--- config.mk ---
export PLATFORM = sky130hd
export DESIGN_NAME = wb_master_top
export DESIGN_NICKNAME = d
export VERILOG_FILES = /design/src/source/amber_wb_pkg.sv /design/src/source/wb_req_if.sv /design/src/source/wb_request_arbiter.sv /design/src/source/wb_cycle_ctrl.sv /design/src/source/wb_master_top.sv
export SDC_FILE = /design/constraint.sdc
export NUM_CORES = 1
export LEC_CHECK = 0
export BUFFER_PORTS_ARGS = -buffer_cell sky130_fd_sc_hd__buf_4
export CORE_ASPECT_RATIO = 2
export CORE_MARGIN = 3
export CORE_UTILIZATION = 30
export CTS_CLUSTER_SIZE = 14
export DETAILED_ROUTE_END_ITERATION = 8
export PLACE_DENSITY_LB_ADDON = 0.3
export SYNTH_ARGS = -nofsm -noshare
export SYNTH_HDL_FRONTEND = slang
export SYNTH_SLANG_ARGS = --single-unit
--- constraint.sdc ---
create_clock -name i_clk -period 8.4 [get_ports i_clk]
set_clock_uncertainty 0.1 [all_clocks]
set_input_delay 1.68 -clock i_clk [delete_from_list [all_inputs] [get_ports i_clk]]
set_output_delay 1.68 -clock i_clk [all_outputs]
set_load 0.02 [all_outputs]
--- src/source/amber_wb_pkg.sv ---
// ========================================
// shared definitions for the Wishbone master
// covers bus widths, the line layout, the requester
// type and the two views of a bus address
// ========================================

package amber_wb_pkg;

    // bus data and address width
    localparam int DATA_W     = 32;
    // one select bit per byte lane
    localparam int SEL_W      = 4;
    // words in one cache line, which sets the burst length
    localparam int LINE_WORDS = 4;

    // the address word splits into line, word and byte fields
    localparam int WORD_W     = $clog2(LINE_WORDS);
    localparam int OFFSET_W   = $clog2(SEL_W);
    localparam int LINE_W     = DATA_W - WORD_W - OFFSET_W;

    // which requester owns the access now on the bus
    typedef enum logic
    {
        SRC_ICACHE = 1'b0,
        SRC_DCACHE = 1'b1
    } req_src_e;

    // field view of an address, most significant field first
    typedef struct packed
    {
        logic [LINE_W-1:0]   line_idx;
        logic [WORD_W-1:0]   word_idx;
        logic [OFFSET_W-1:0] byte_off;
    } wb_addr_s;

    // the flat view goes on the bus and the field view is stepped in bursts
    typedef union packed
    {
        logic [DATA_W-1:0] flat;
        wb_addr_s          field;
    } wb_addr_u;

endpackage

--- src/source/wb_req_if.sv ---
// ========================================
// request channel from the arbiter to the
// bus cycle controller, with accept and done
// strobes running back
// ========================================
`timescale 1ns/1ps

interface wb_req_if import amber_wb_pkg::*; ();

    // request side, driven by the arbiter
    logic              req_valid;
    req_src_e          req_src;
    logic              req_write;
    logic              req_qword;
    wb_addr_u          req_addr;
    logic [SEL_W-1:0]  req_sel;
    logic [DATA_W-1:0] req_data;

    // accept pulses when the access starts, done on its final acknowledge
    logic              accept;
    logic              done;

    modport arbiter (
        output req_valid, req_src, req_write, req_qword, req_addr, req_sel, req_data,
        input  accept, done
    );

    modport controller (
        input  req_valid, req_src, req_write, req_qword, req_addr, req_sel, req_data,
        output accept, done
    );

endinterface

--- src/source/wb_request_arbiter.sv ---
// ========================================
// request arbiter
// latches instruction and data requests and
// presents one at a time, data first
// ========================================
`timescale 1ns/1ps

module wb_request_arbiter import amber_wb_pkg::*;
(
    input  logic              i_clk,
    input  logic              quick_n_reset,
    input  logic              i_icache_req,
    input  logic              i_icache_qword,
    input  logic [DATA_W-1:0] i_icache_address,
    input  logic              i_dcache_req,
    input  logic              i_dcache_write,
    input  logic [DATA_W-1:0] i_dcache_address,
    input  logic [DATA_W-1:0] i_dcache_write_data,
    input  logic [SEL_W-1:0]  i_dcache_byte_enable,
    wb_req_if.arbiter         req
);

    logic              icache_pend;
    logic              dcache_pend;
    logic              in_service;
    req_src_e          serve_src;
    logic              icache_new;
    logic              dcache_new;
    wb_addr_u          icache_addr_q;
    logic              icache_qword_q;
    wb_addr_u          dcache_addr_q;
    logic              dcache_write_q;
    logic [DATA_W-1:0] dcache_wdata_q;
    logic [SEL_W-1:0]  dcache_be_q;

    // low address bits for a write follow its byte lanes
    function automatic logic [OFFSET_W-1:0] be_offset(input logic [SEL_W-1:0] be);
        case (be)
            4'b0001: be_offset = 2'd0;
            4'b0010: be_offset = 2'd1;
            4'b0100: be_offset = 2'd2;
            4'b1000: be_offset = 2'd3;
            4'b1100: be_offset = 2'd2;
            default: be_offset = 2'd0;
        endcase
    endfunction

    // a request is new on the first edge it shows while its source is not pending
    assign icache_new = i_icache_req && !icache_pend;
    assign dcache_new = i_dcache_req && !dcache_pend;

    // ========================================
    // pending and in-service tracking
    // ========================================
    always_ff @(posedge i_clk)
    begin
        if (!quick_n_reset)
        begin
            icache_pend <= 1'b0;
            dcache_pend <= 1'b0;
            in_service  <= 1'b0;
            serve_src   <= SRC_ICACHE;
        end
        else
        begin
            if (icache_new)
                icache_pend <= 1'b1;
            if (dcache_new)
                dcache_pend <= 1'b1;
            // the served source drops its pending bit on the final acknowledge
            if (req.done)
            begin
                in_service <= 1'b0;
                if (serve_src == SRC_DCACHE)
                    dcache_pend <= 1'b0;
                else
                    icache_pend <= 1'b0;
            end
            else if (req.accept)
            begin
                in_service <= 1'b1;
                serve_src  <= req.req_src;
            end
        end
    end

    // request fields are captured once, when the request first arrives
    always_ff @(posedge i_clk)
    begin
        if (icache_new)
        begin
            icache_addr_q.flat <= i_icache_address;
            icache_qword_q     <= i_icache_qword;
        end
        if (dcache_new)
        begin
            dcache_addr_q.flat <= i_dcache_address;
            dcache_write_q     <= i_dcache_write;
            dcache_wdata_q     <= i_dcache_write_data;
            dcache_be_q        <= i_dcache_byte_enable;
        end
    end

    // ========================================
    // fixed priority selection
    // ========================================
    // nothing new is shown while an access is still on the bus
    assign req.req_valid = (icache_pend || dcache_pend) && !in_service;

    always_comb
    begin
        if (dcache_pend)
        begin
            req.req_src                  = SRC_DCACHE;
            req.req_write                = dcache_write_q;
            req.req_qword                = 1'b0;
            req.req_addr.field.line_idx  = dcache_addr_q.field.line_idx;
            req.req_addr.field.word_idx  = dcache_addr_q.field.word_idx;
            // reads fetch the whole word so the offset stays at zero
            req.req_addr.field.byte_off  = dcache_write_q ? be_offset(dcache_be_q) : '0;
            req.req_sel                  = dcache_write_q ? dcache_be_q : '1;
            req.req_data                 = dcache_wdata_q;
        end
        else
        begin
            req.req_src                  = SRC_ICACHE;
            req.req_write                = 1'b0;
            req.req_qword                = icache_qword_q;
            req.req_addr.field.line_idx  = icache_addr_q.field.line_idx;
            req.req_addr.field.word_idx  = icache_addr_q.field.word_idx;
            req.req_addr.field.byte_off  = '0;
            req.req_sel                  = '1;
            req.req_data                 = '0;
        end
    end

    // once shown, a request must wait for the controller to take it
    a_valid_until_accept: assert property (@(posedge i_clk) disable iff (!quick_n_reset)
        req.req_valid && !req.accept |=> req.req_valid);

endmodule

--- src/source/wb_cycle_ctrl.sv ---
// ========================================
// Wishbone bus cycle controller
// runs single transfers and wrapping line
// bursts, waits on the slave and raises ready
// ========================================
`timescale 1ns/1ps

module wb_cycle_ctrl import amber_wb_pkg::*;
(
    input  logic              i_clk,
    input  logic              quick_n_reset,
    wb_req_if.controller      req,
    input  logic              i_wb_ack,
    output logic [DATA_W-1:0] o_wb_adr,
    output logic [SEL_W-1:0]  o_wb_sel,
    output logic              o_wb_we,
    output logic [DATA_W-1:0] o_wb_dat,
    output logic              o_wb_cyc,
    output logic              o_wb_stb,
    output logic              o_icache_ready,
    output logic              o_dcache_ready
);

    typedef enum logic [2:0]
    {
        ST_IDLE     = 3'd0,
        ST_BURST1   = 3'd1,
        ST_BURST2   = 3'd2,
        ST_BURST3   = 3'd3,
        ST_WAIT_ACK = 3'd4
    } wb_state_e;

    wb_state_e state;
    req_src_e  src_q;
    wb_addr_u  adr_q;
    logic      burst_step;
    logic      read_ack;
    logic      write_ack;

    // an access is taken in the idle cycle where the arbiter shows one
    assign req.accept = (state == ST_IDLE) && req.req_valid;
    // the wait_ack state always holds the last word of an access
    assign req.done   = (state == ST_WAIT_ACK) && i_wb_ack;

    // the first three words of a line fill step the word index
    assign burst_step = i_wb_ack &&
                        (state == ST_BURST1 || state == ST_BURST2 || state == ST_BURST3);

    assign o_wb_adr = adr_q.flat;

    // ========================================
    // ready generation
    // ========================================
    // ready follows the acknowledge combinationally, never in idle
    assign read_ack  = o_wb_stb && !o_wb_we && i_wb_ack;
    assign write_ack = o_wb_stb &&  o_wb_we && i_wb_ack;

    assign o_icache_ready = (src_q == SRC_ICACHE) && read_ack;
    assign o_dcache_ready = (src_q == SRC_DCACHE) && (read_ack || write_ack);

    // ========================================
    // bus cycle state machine
    // ========================================
    always_ff @(posedge i_clk)
    begin
        if (!quick_n_reset)
        begin
            state    <= ST_IDLE;
            src_q    <= SRC_ICACHE;
            o_wb_stb <= 1'b0;
            o_wb_cyc <= 1'b0;
            o_wb_we  <= 1'b0;
        end
        else
        begin
            case (state)
                ST_IDLE:
                begin
                    if (req.accept)
                    begin
                        o_wb_stb <= 1'b1;
                        o_wb_cyc <= 1'b1;
                        o_wb_we  <= req.req_write;
                        src_q    <= req.req_src;
                        // a quad request walks the line, anything else is one word
                        state    <= req.req_qword ? ST_BURST1 : ST_WAIT_ACK;
                    end
                end
                ST_BURST1:
                    if (i_wb_ack)
                        state <= ST_BURST2;
                ST_BURST2:
                    if (i_wb_ack)
                        state <= ST_BURST3;
                ST_BURST3:
                    if (i_wb_ack)
                        state <= ST_WAIT_ACK;
                ST_WAIT_ACK:
                begin
                    // the bus goes quiet for at least one cycle after the last word
                    if (i_wb_ack)
                    begin
                        state    <= ST_IDLE;
                        o_wb_stb <= 1'b0;
                        o_wb_cyc <= 1'b0;
                        o_wb_we  <= 1'b0;
                    end
                end
                default:
                    state <= ST_IDLE;
            endcase
        end
    end

    // address, select and write data are loaded at the start of an access
    always_ff @(posedge i_clk)
    begin
        if (req.accept)
        begin
            adr_q.flat <= req.req_addr.flat;
            o_wb_sel   <= req.req_sel;
            o_wb_dat   <= req.req_data;
        end
        else if (burst_step)
        begin
            // only the word index moves so the burst wraps inside the line
            adr_q.field.word_idx <= adr_q.field.word_idx + WORD_W'(1);
        end
    end

    // leaving idle puts the requested address on the bus
    a_idle_next: assert property (@(posedge i_clk) disable iff (!quick_n_reset)
        state == ST_IDLE |=> state inside {ST_IDLE, ST_BURST1, ST_WAIT_ACK} &&
            (state == ST_IDLE || o_wb_adr == $past(req.req_addr.flat)));
    // each burst word moves the state and the word index on together
    a_burst1_step: assert property (@(posedge i_clk) disable iff (!quick_n_reset)
        state == ST_BURST1 && i_wb_ack |=> state == ST_BURST2 &&
            adr_q.field.word_idx == $past(adr_q.field.word_idx) + WORD_W'(1));
    a_burst2_step: assert property (@(posedge i_clk) disable iff (!quick_n_reset)
        state == ST_BURST2 && i_wb_ack |=> state == ST_BURST3 &&
            adr_q.field.word_idx == $past(adr_q.field.word_idx) + WORD_W'(1));
    a_burst3_step: assert property (@(posedge i_clk) disable iff (!quick_n_reset)
        state == ST_BURST3 && i_wb_ack |=> state == ST_WAIT_ACK &&
            adr_q.field.word_idx == $past(adr_q.field.word_idx) + WORD_W'(1));
    // under back-pressure the strobe and address stay put
    a_stb_hold: assert property (@(posedge i_clk) disable iff (!quick_n_reset)
        o_wb_stb && !i_wb_ack |=> o_wb_stb && $stable(o_wb_adr));

endmodule

--- src/source/wb_master_top.sv ---
// ========================================
// Wishbone bus master top level
// joins the request arbiter and the
// bus cycle controller
// ========================================
`timescale 1ns/1ps

module wb_master_top import amber_wb_pkg::*;
(
    input  logic              i_clk,
    input  logic              quick_n_reset,

    // instruction cache port
    input  logic              i_icache_req,
    input  logic              i_icache_qword,
    input  logic [DATA_W-1:0] i_icache_address,
    output logic [DATA_W-1:0] o_icache_read_data,
    output logic              o_icache_ready,

    // data port
    input  logic              i_dcache_req,
    input  logic              i_dcache_write,
    input  logic [DATA_W-1:0] i_dcache_address,
    input  logic [DATA_W-1:0] i_dcache_write_data,
    input  logic [SEL_W-1:0]  i_dcache_byte_enable,
    output logic [DATA_W-1:0] o_dcache_read_data,
    output logic              o_dcache_ready,

    // Wishbone bus
    output logic [DATA_W-1:0] o_wb_adr,
    output logic [SEL_W-1:0]  o_wb_sel,
    output logic              o_wb_we,
    output logic [DATA_W-1:0] o_wb_dat,
    output logic              o_wb_cyc,
    output logic              o_wb_stb,
    input  logic [DATA_W-1:0] i_wb_dat,
    input  logic              i_wb_ack
);

    wb_req_if u_req_if ();

    // read data goes straight from the bus to both requesters
    assign o_icache_read_data = i_wb_dat;
    assign o_dcache_read_data = i_wb_dat;

    wb_request_arbiter u_arbiter (
        .i_clk                (i_clk),
        .quick_n_reset        (quick_n_reset),
        .i_icache_req         (i_icache_req),
        .i_icache_qword       (i_icache_qword),
        .i_icache_address     (i_icache_address),
        .i_dcache_req         (i_dcache_req),
        .i_dcache_write       (i_dcache_write),
        .i_dcache_address     (i_dcache_address),
        .i_dcache_write_data  (i_dcache_write_data),
        .i_dcache_byte_enable (i_dcache_byte_enable),
        .req                  (u_req_if.arbiter)
    );

    wb_cycle_ctrl u_cycle (
        .i_clk          (i_clk),
        .quick_n_reset  (quick_n_reset),
        .req            (u_req_if.controller),
        .i_wb_ack       (i_wb_ack),
        .o_wb_adr       (o_wb_adr),
        .o_wb_sel       (o_wb_sel),
        .o_wb_we        (o_wb_we),
        .o_wb_dat       (o_wb_dat),
        .o_wb_cyc       (o_wb_cyc),
        .o_wb_stb       (o_wb_stb),
        .o_icache_ready (o_icache_ready),
        .o_dcache_ready (o_dcache_ready)
    );

endmodule

# After elaboration in Yosys (flattened, before gate mapping)
# Index checks and enable logic that the tools add are counted.
# totals
ff_bits,180
inputBits,139
out_inout_bits,137
# classes
addsub,1
n_eq_ne,13
n_mux,26
bitwise_logic,3
reduce_logical,30
# ops
cell,count
$mux 32,1
$mux 3,6
$pmux 3 s5,1
$logic_and 1x1->1,12
$mux 1,12
$ne 2x2->1 const B,5
$eq 4x4->1 const B,2
$eq 3x2->1 const B,2
$mux 2,3
$pmux 2 s3,1
$reduce_and 2->1,3
$reduce_and 5->1,1
$eq 4x2->1 const B,1
$eq 4x3->1 const B,1
$logic_not 1->1,4
$logic_or 1x1->1,4
$pmux 1 s2,2
$reduce_bool 2->1,2
$reduce_or 2->1,2
$eq 3x1->1 const B,1
$eq 3x3->1 const B,1
$logic_not 3->1,1
$not 1->1,3
$reduce_and 3->1,1
$add 2x1->2 const B,1

# Depth between registers and ports, before layout
# logic_depth
word_depth,6
ltp_mapped,5
mapped_depth_nobuf,4

# Modules after synthesis
# Synthesis repeated with hierarchy kept, for this count alone.
# unflattened
cells_unflattened,373
hier_area_um2,6675.2
# modules_own_cells
module,instances,cells_per_inst,area_per_inst_um2,seq_area_each_um2
wb_request_arbiter,1,198,3793.6,3022.9
wb_cycle_ctrl,1,111,2401.1,2162.1
wb_master_top,1,64,480.5,0.0

# Least setup slack after synthesis
# No wires, ideal clock.
# synth_timing
path_type,input to register
start,input i_dcache_req
end,register u_arbiter.dcache_addr_q[10] (netlist name) (enable)
setup_ns,0.499
arrival_time_ns,4.623
slack_ns,3.178
stages,1
path_buffers,0
path_cell_list,nor2b_1
# synth_via
elab_chain_len,1
# synth_rtl
item,line,source
from (decl),wb_master_top.sv:21,"input logic i_dcache_req,"
$logic_and 1x1->1,wb_request_arbiter.sv:50,assign dcache_new = i_dcache_req && !dcache_pend;
to (decl),wb_request_arbiter.sv:31,wb_addr_u dcache_addr_q;
# Every way passes these cells.
# A chain may end at the register's enable or synchronous reset.

# Worst setup path in the final report
# layout_timing
start,input i_wb_ack
end,output o_icache_ready
# layout_via
elab_chain_len,2
# layout_rtl
item,line,source
from (decl),wb_master_top.sv:37,input logic i_wb_ack
$logic_and 1x1->1,wb_cycle_ctrl.sv:55,assign read_ack = o_wb_stb && !o_wb_we && i_wb_ack;
$logic_and 1x1->1,wb_cycle_ctrl.sv:58,assign o_icache_ready = (src_q == SRC_ICACHE) && read_ack;
to (decl),wb_master_top.sv:18,"output logic o_icache_ready,"
# Every way passes these cells.

==> summary.md <==
- run status: finished clean
- switching pwr: 0.614 mW
- Worst slew margin: 32.2%
- remaining routing DRC violations: 0
- antenna-violating nets left: 0
- end of the worst register-to-register path: u_cycle.o_wb_sel[0]
- instance area at placement: 7760 sq um
- Final Hold Violating Endpoints: 0
- Mean Syn Cell Area: 18.0 sq um
- most common flop cell mapped by yosys: sky130_fd_sc_hd__edfxtp_1
- sequential standard cell area: 5190 sq um
- Crit Path Max Fanout: 7
- worst hold stages: 1
- Detailed Place HPWL: 9100 um
- iteration-0 DRC count of the detailed router: 136
- total of warnings raised by yosys: 0
- fraction of post-synthesis cell area in the top cell type by area: 75.7%
- vias in the first global route: 3,712
- final net count: 627
- antenna diode count: 0
- initial core utilization: 30.5%
- required time at the worst-slack endpoint: 6620 ps
- average wire per cell in the routed design: 17.8 um
- number of buffers added by the clock tree synthesis step: 17
- number of gates given a new drive strength after cts: 0
- final routed wirelength across all metal layers: 13,700 um
- final setup TNS: 0 ps
- wire length of the first global-routing pass: 20,800 um
- vias: 3,298
- Ports: 276
- total count of max-transition violations in the final report: 0
- final standard cell count with taps included and fillers excluded: 774
- synthesis-stage register bit count: 176
- power density over cell area: 281 nW/um^2
- RePlAce Congestion: 0.729
- type of element capturing the critical path: output pin
- Synthesized Nets: 504
- number of I/O port buffers: 175
- Reg power frac: 48.8%
- All-Layer GR Usage: 11.9%
- CTS tree: yes
- number of cells after detailed placement: 742
- post-detailed-route via-to-cell ratio: 4.26
- share of layout cells above drive strength 1: 50.3%
- x dimension of the die: 111 um
- biggest area consumer among synthesized cells: sky130_fd_sc_hd__edfxtp_1
- number of hold buffers added after CTS: 0
- worst-case reg-to-reg path depth: 4
- final setup violation count: 0
- period utilization: 47.3%
- critical setup path kind: in2out
- die area: 23,900 sq um
- sink count of the clock tree: 176
- startpoint kind of the worst setup timing path: primary input
- number of flops mapped to enable cells by yosys: 166
- Fmax achieved: 0.252 GHz
- class of the tightest hold or removal check: reg2reg
- synth-to-layout area growth: 27.0%
- count of distinct cell types in the synthesized netlist: 35
- Util after Layout: 38.7%
- number of antenna violations at the first check in global routing: 0
- pin count of the biggest net entering global routing: 71
- Setup Buffers After CTS: 0
- switching part of the total: 26.1%
- Clock Pin Slew Worst Setup and Hold Paths: 60 ps
- Register-to-Register Setup Slack: 5570 ps
- worst vdd rail ir drop: 0.156 mV
- Combinational Power Share: 16.8%
- setup repair after global routing missed its margin: no
- internal power: 1.74 mW
- startpoint of the lowest-slack hold path: u_arbiter.serve_src
- crit path time final: 3970 ps
- filler instances: 1,991
- ranking of synthesized cells by area: sky130_fd_sc_hd__edfxtp_1 76%, sky130_fd_sc_hd__buf_4 7.4%, sky130_fd_sc_hd__mux2_2 4.8%
- multi-input combinational cell area: 886 sq um
- gate count after technology mapping: 365
- reg-to-reg startpoint: u_arbiter.dcache_pend
- capture endpoint of the worst hold path: u_arbiter.dcache_pend
- worst path arrival time: 2190 ps
- number of rows created at floorplan: 76
- count of H-tree levels built during CTS: 4
- total overflow reported by the global router: 0
- area of the core: 21,600 sq um
- clock buffer depth: 2
- max-cap violations: 0
- clock insertion delay at the later pin of the skew report: 440 ps
- power share of the clock group: 34.4%
- cell area after layout: 8360 sq um
- number of iterations in the first detailed-routing pass: 4
- cell area after synthesis: 6590 sq um
- die boundary height: 216 um
- leakage power summed over all cells: 3.17 nW
- post-synthesis sequential area ratio: 78.7%
- post-layout total power: 2.35 mW
- Worst Tran Pin Value: 1010 ps
- Async S/R FF share, synth: 0%
- clock root buffer master: sky130_fd_sc_hd__clkbuf_16
[critical path, cell delays in order]
cell	delay, ps
sky130_fd_sc_hd__buf_4	120
sky130_fd_sc_hd__nand2_1	60
sky130_fd_sc_hd__nor3_1	160
sky130_fd_sc_hd__buf_4	180
[worst max-delay path by stage]
stage / startpoint / end / cells after the start
2_1_floorplan: i_dcache_req / u_arbiter.dcache_addr_q[10] / 1
3_3_place_gp: i_wb_ack / o_icache_ready / 4
3_5_place_dp: i_wb_ack / o_icache_ready / 4
4_1_cts: i_wb_ack / o_icache_ready / 4
5_1_grt: i_wb_ack / o_icache_ready / 4
6_report: i_wb_ack / o_icache_ready / 4
[cell usage in the layout, fill, tap and decap left out, drive strengths merged, types with 2 or more instances in the layout]
cell      netlist  layout
a21boi          3       3
a21oi           2       2
and2           32      32
and3            2       2
buf            67     178
bufinv          0       3
clkbuf          7      17
clkinv          0       5
clkinvlp        0       2
dfxtp          10      10
edfxtp        166     166
inv             2       7
mux2           28      28
mux2i           3       3
nand2           7       7
nor2            3       3
nor2b           2       2
nor3            3       3
o21ai           6       6
o31ai           2       2
or2             4       4
xor2            2       2
[per-stage QoR]
| step | hold slack [ps] | setup slack [ps] |
|---|---|---|
| floorplan | 322 | 3180 |
| global placement | 339 | 4430 |
| detailed placement | 346 | 4440 |
| CTS | 357 | 4430 |
| global route | 390 | 4350 |
| finish | 357 | 4430 |
[routing by layer]
metal / track usage, % / share of wire, % / vias to the layer above / wire length (um)
met3: 4.18 / 7.7 / 59 / 1050
met5: 0 / 0 / - / 0
met1: 10.6 / 32 / 1581 / 4470
met2: 21.4 / 55 / 130 / 7550
met4: 8.96 / 4.9 / 0 / 673
li1: - / - / 1528 / -
[cell type report]
| type | instances | share of cell area [%] |
|---|---|---|
| Multi-Input combinational cell | 113 | 10.6 |
| Tap cell | 273 | 4.08 |
| Timing Repair Buffer | 178 | 16.0 |
| Sequential cell | 176 | 62.0 |
| Clock inverter | 15 | 2.15 |
| Inverter | 2 | 0.105 |
| Clock buffer | 17 | 5.09 |
[kinds of logic (layout without fill, tap and decap cells)]
logic type             after synthesis  in the layout  share of synthesized area, %
AO/OA/AOI/OAI                       18             18                          1.92
XOR/XNOR                             3              3                         0.399
buffers and inverters               76            212                          8.07
flip-flops                         176            176                          78.7
multiplexers                        31             31                          5.24
AND/OR/NAND/NOR                     61             61                          5.66
[flip-flops by register name, summed over array words and instances (netlist names)]
register and cells:
u_arbiter.dcache_wdata_q 32, u_arbiter.dcache_write_q 1, u_cycle.o_wb_adr 32, u_cycle.o_wb_sel 4, u_arbiter.dcache_addr_q 30, u_arbiter.icache_pend 1, u_cycle.o_wb_stb 1, u_arbiter.dcache_be_q 4
u_arbiter.in_service 1, u_arbiter.icache_qword_q 1, u_cycle.o_wb_dat 32, u_cycle.state 3, u_arbiter.icache_addr_q 30, u_cycle.o_wb_we 1, u_arbiter.serve_src 1, u_cycle.src_q 1
u_arbiter.dcache_pend 1
[synth_stat cells (2+ instances only)]
cell,count
sky130_fd_sc_hd__inv_1,2
sky130_fd_sc_hd__nand2_1,7
sky130_fd_sc_hd__nor2_1,3
sky130_fd_sc_hd__clkbuf_1,7
sky130_fd_sc_hd__and2_1,32
sky130_fd_sc_hd__or2_2,4
sky130_fd_sc_hd__dfxtp_1,10
sky130_fd_sc_hd__mux2i_1,3
sky130_fd_sc_hd__o31ai_1,2
sky130_fd_sc_hd__a21boi_0,3
sky130_fd_sc_hd__buf_4,65
sky130_fd_sc_hd__nor3_1,3
sky130_fd_sc_hd__edfxtp_1,166
sky130_fd_sc_hd__o21ai_0,6
sky130_fd_sc_hd__xor2_1,2
sky130_fd_sc_hd__nor2b_1,2
sky130_fd_sc_hd__a21oi_1,2
sky130_fd_sc_hd__buf_2,2
sky130_fd_sc_hd__mux2_2,28
[power by group through the flow]
stage | sequential, mW | clock, mW | combinational, mW
after global routing | 1.16 | 0.870 | 0.424
after CTS | 1.15 | 0.843 | 0.407
after floorplan | 1.26 | 0 | 0.150
after global placement | 1.16 | 0 | 0.401
after detailed placement | 1.17 | 0 | 0.404
final | 1.15 | 0.810 | 0.395
No activity file was read; power rests on OpenSTA's default activity.
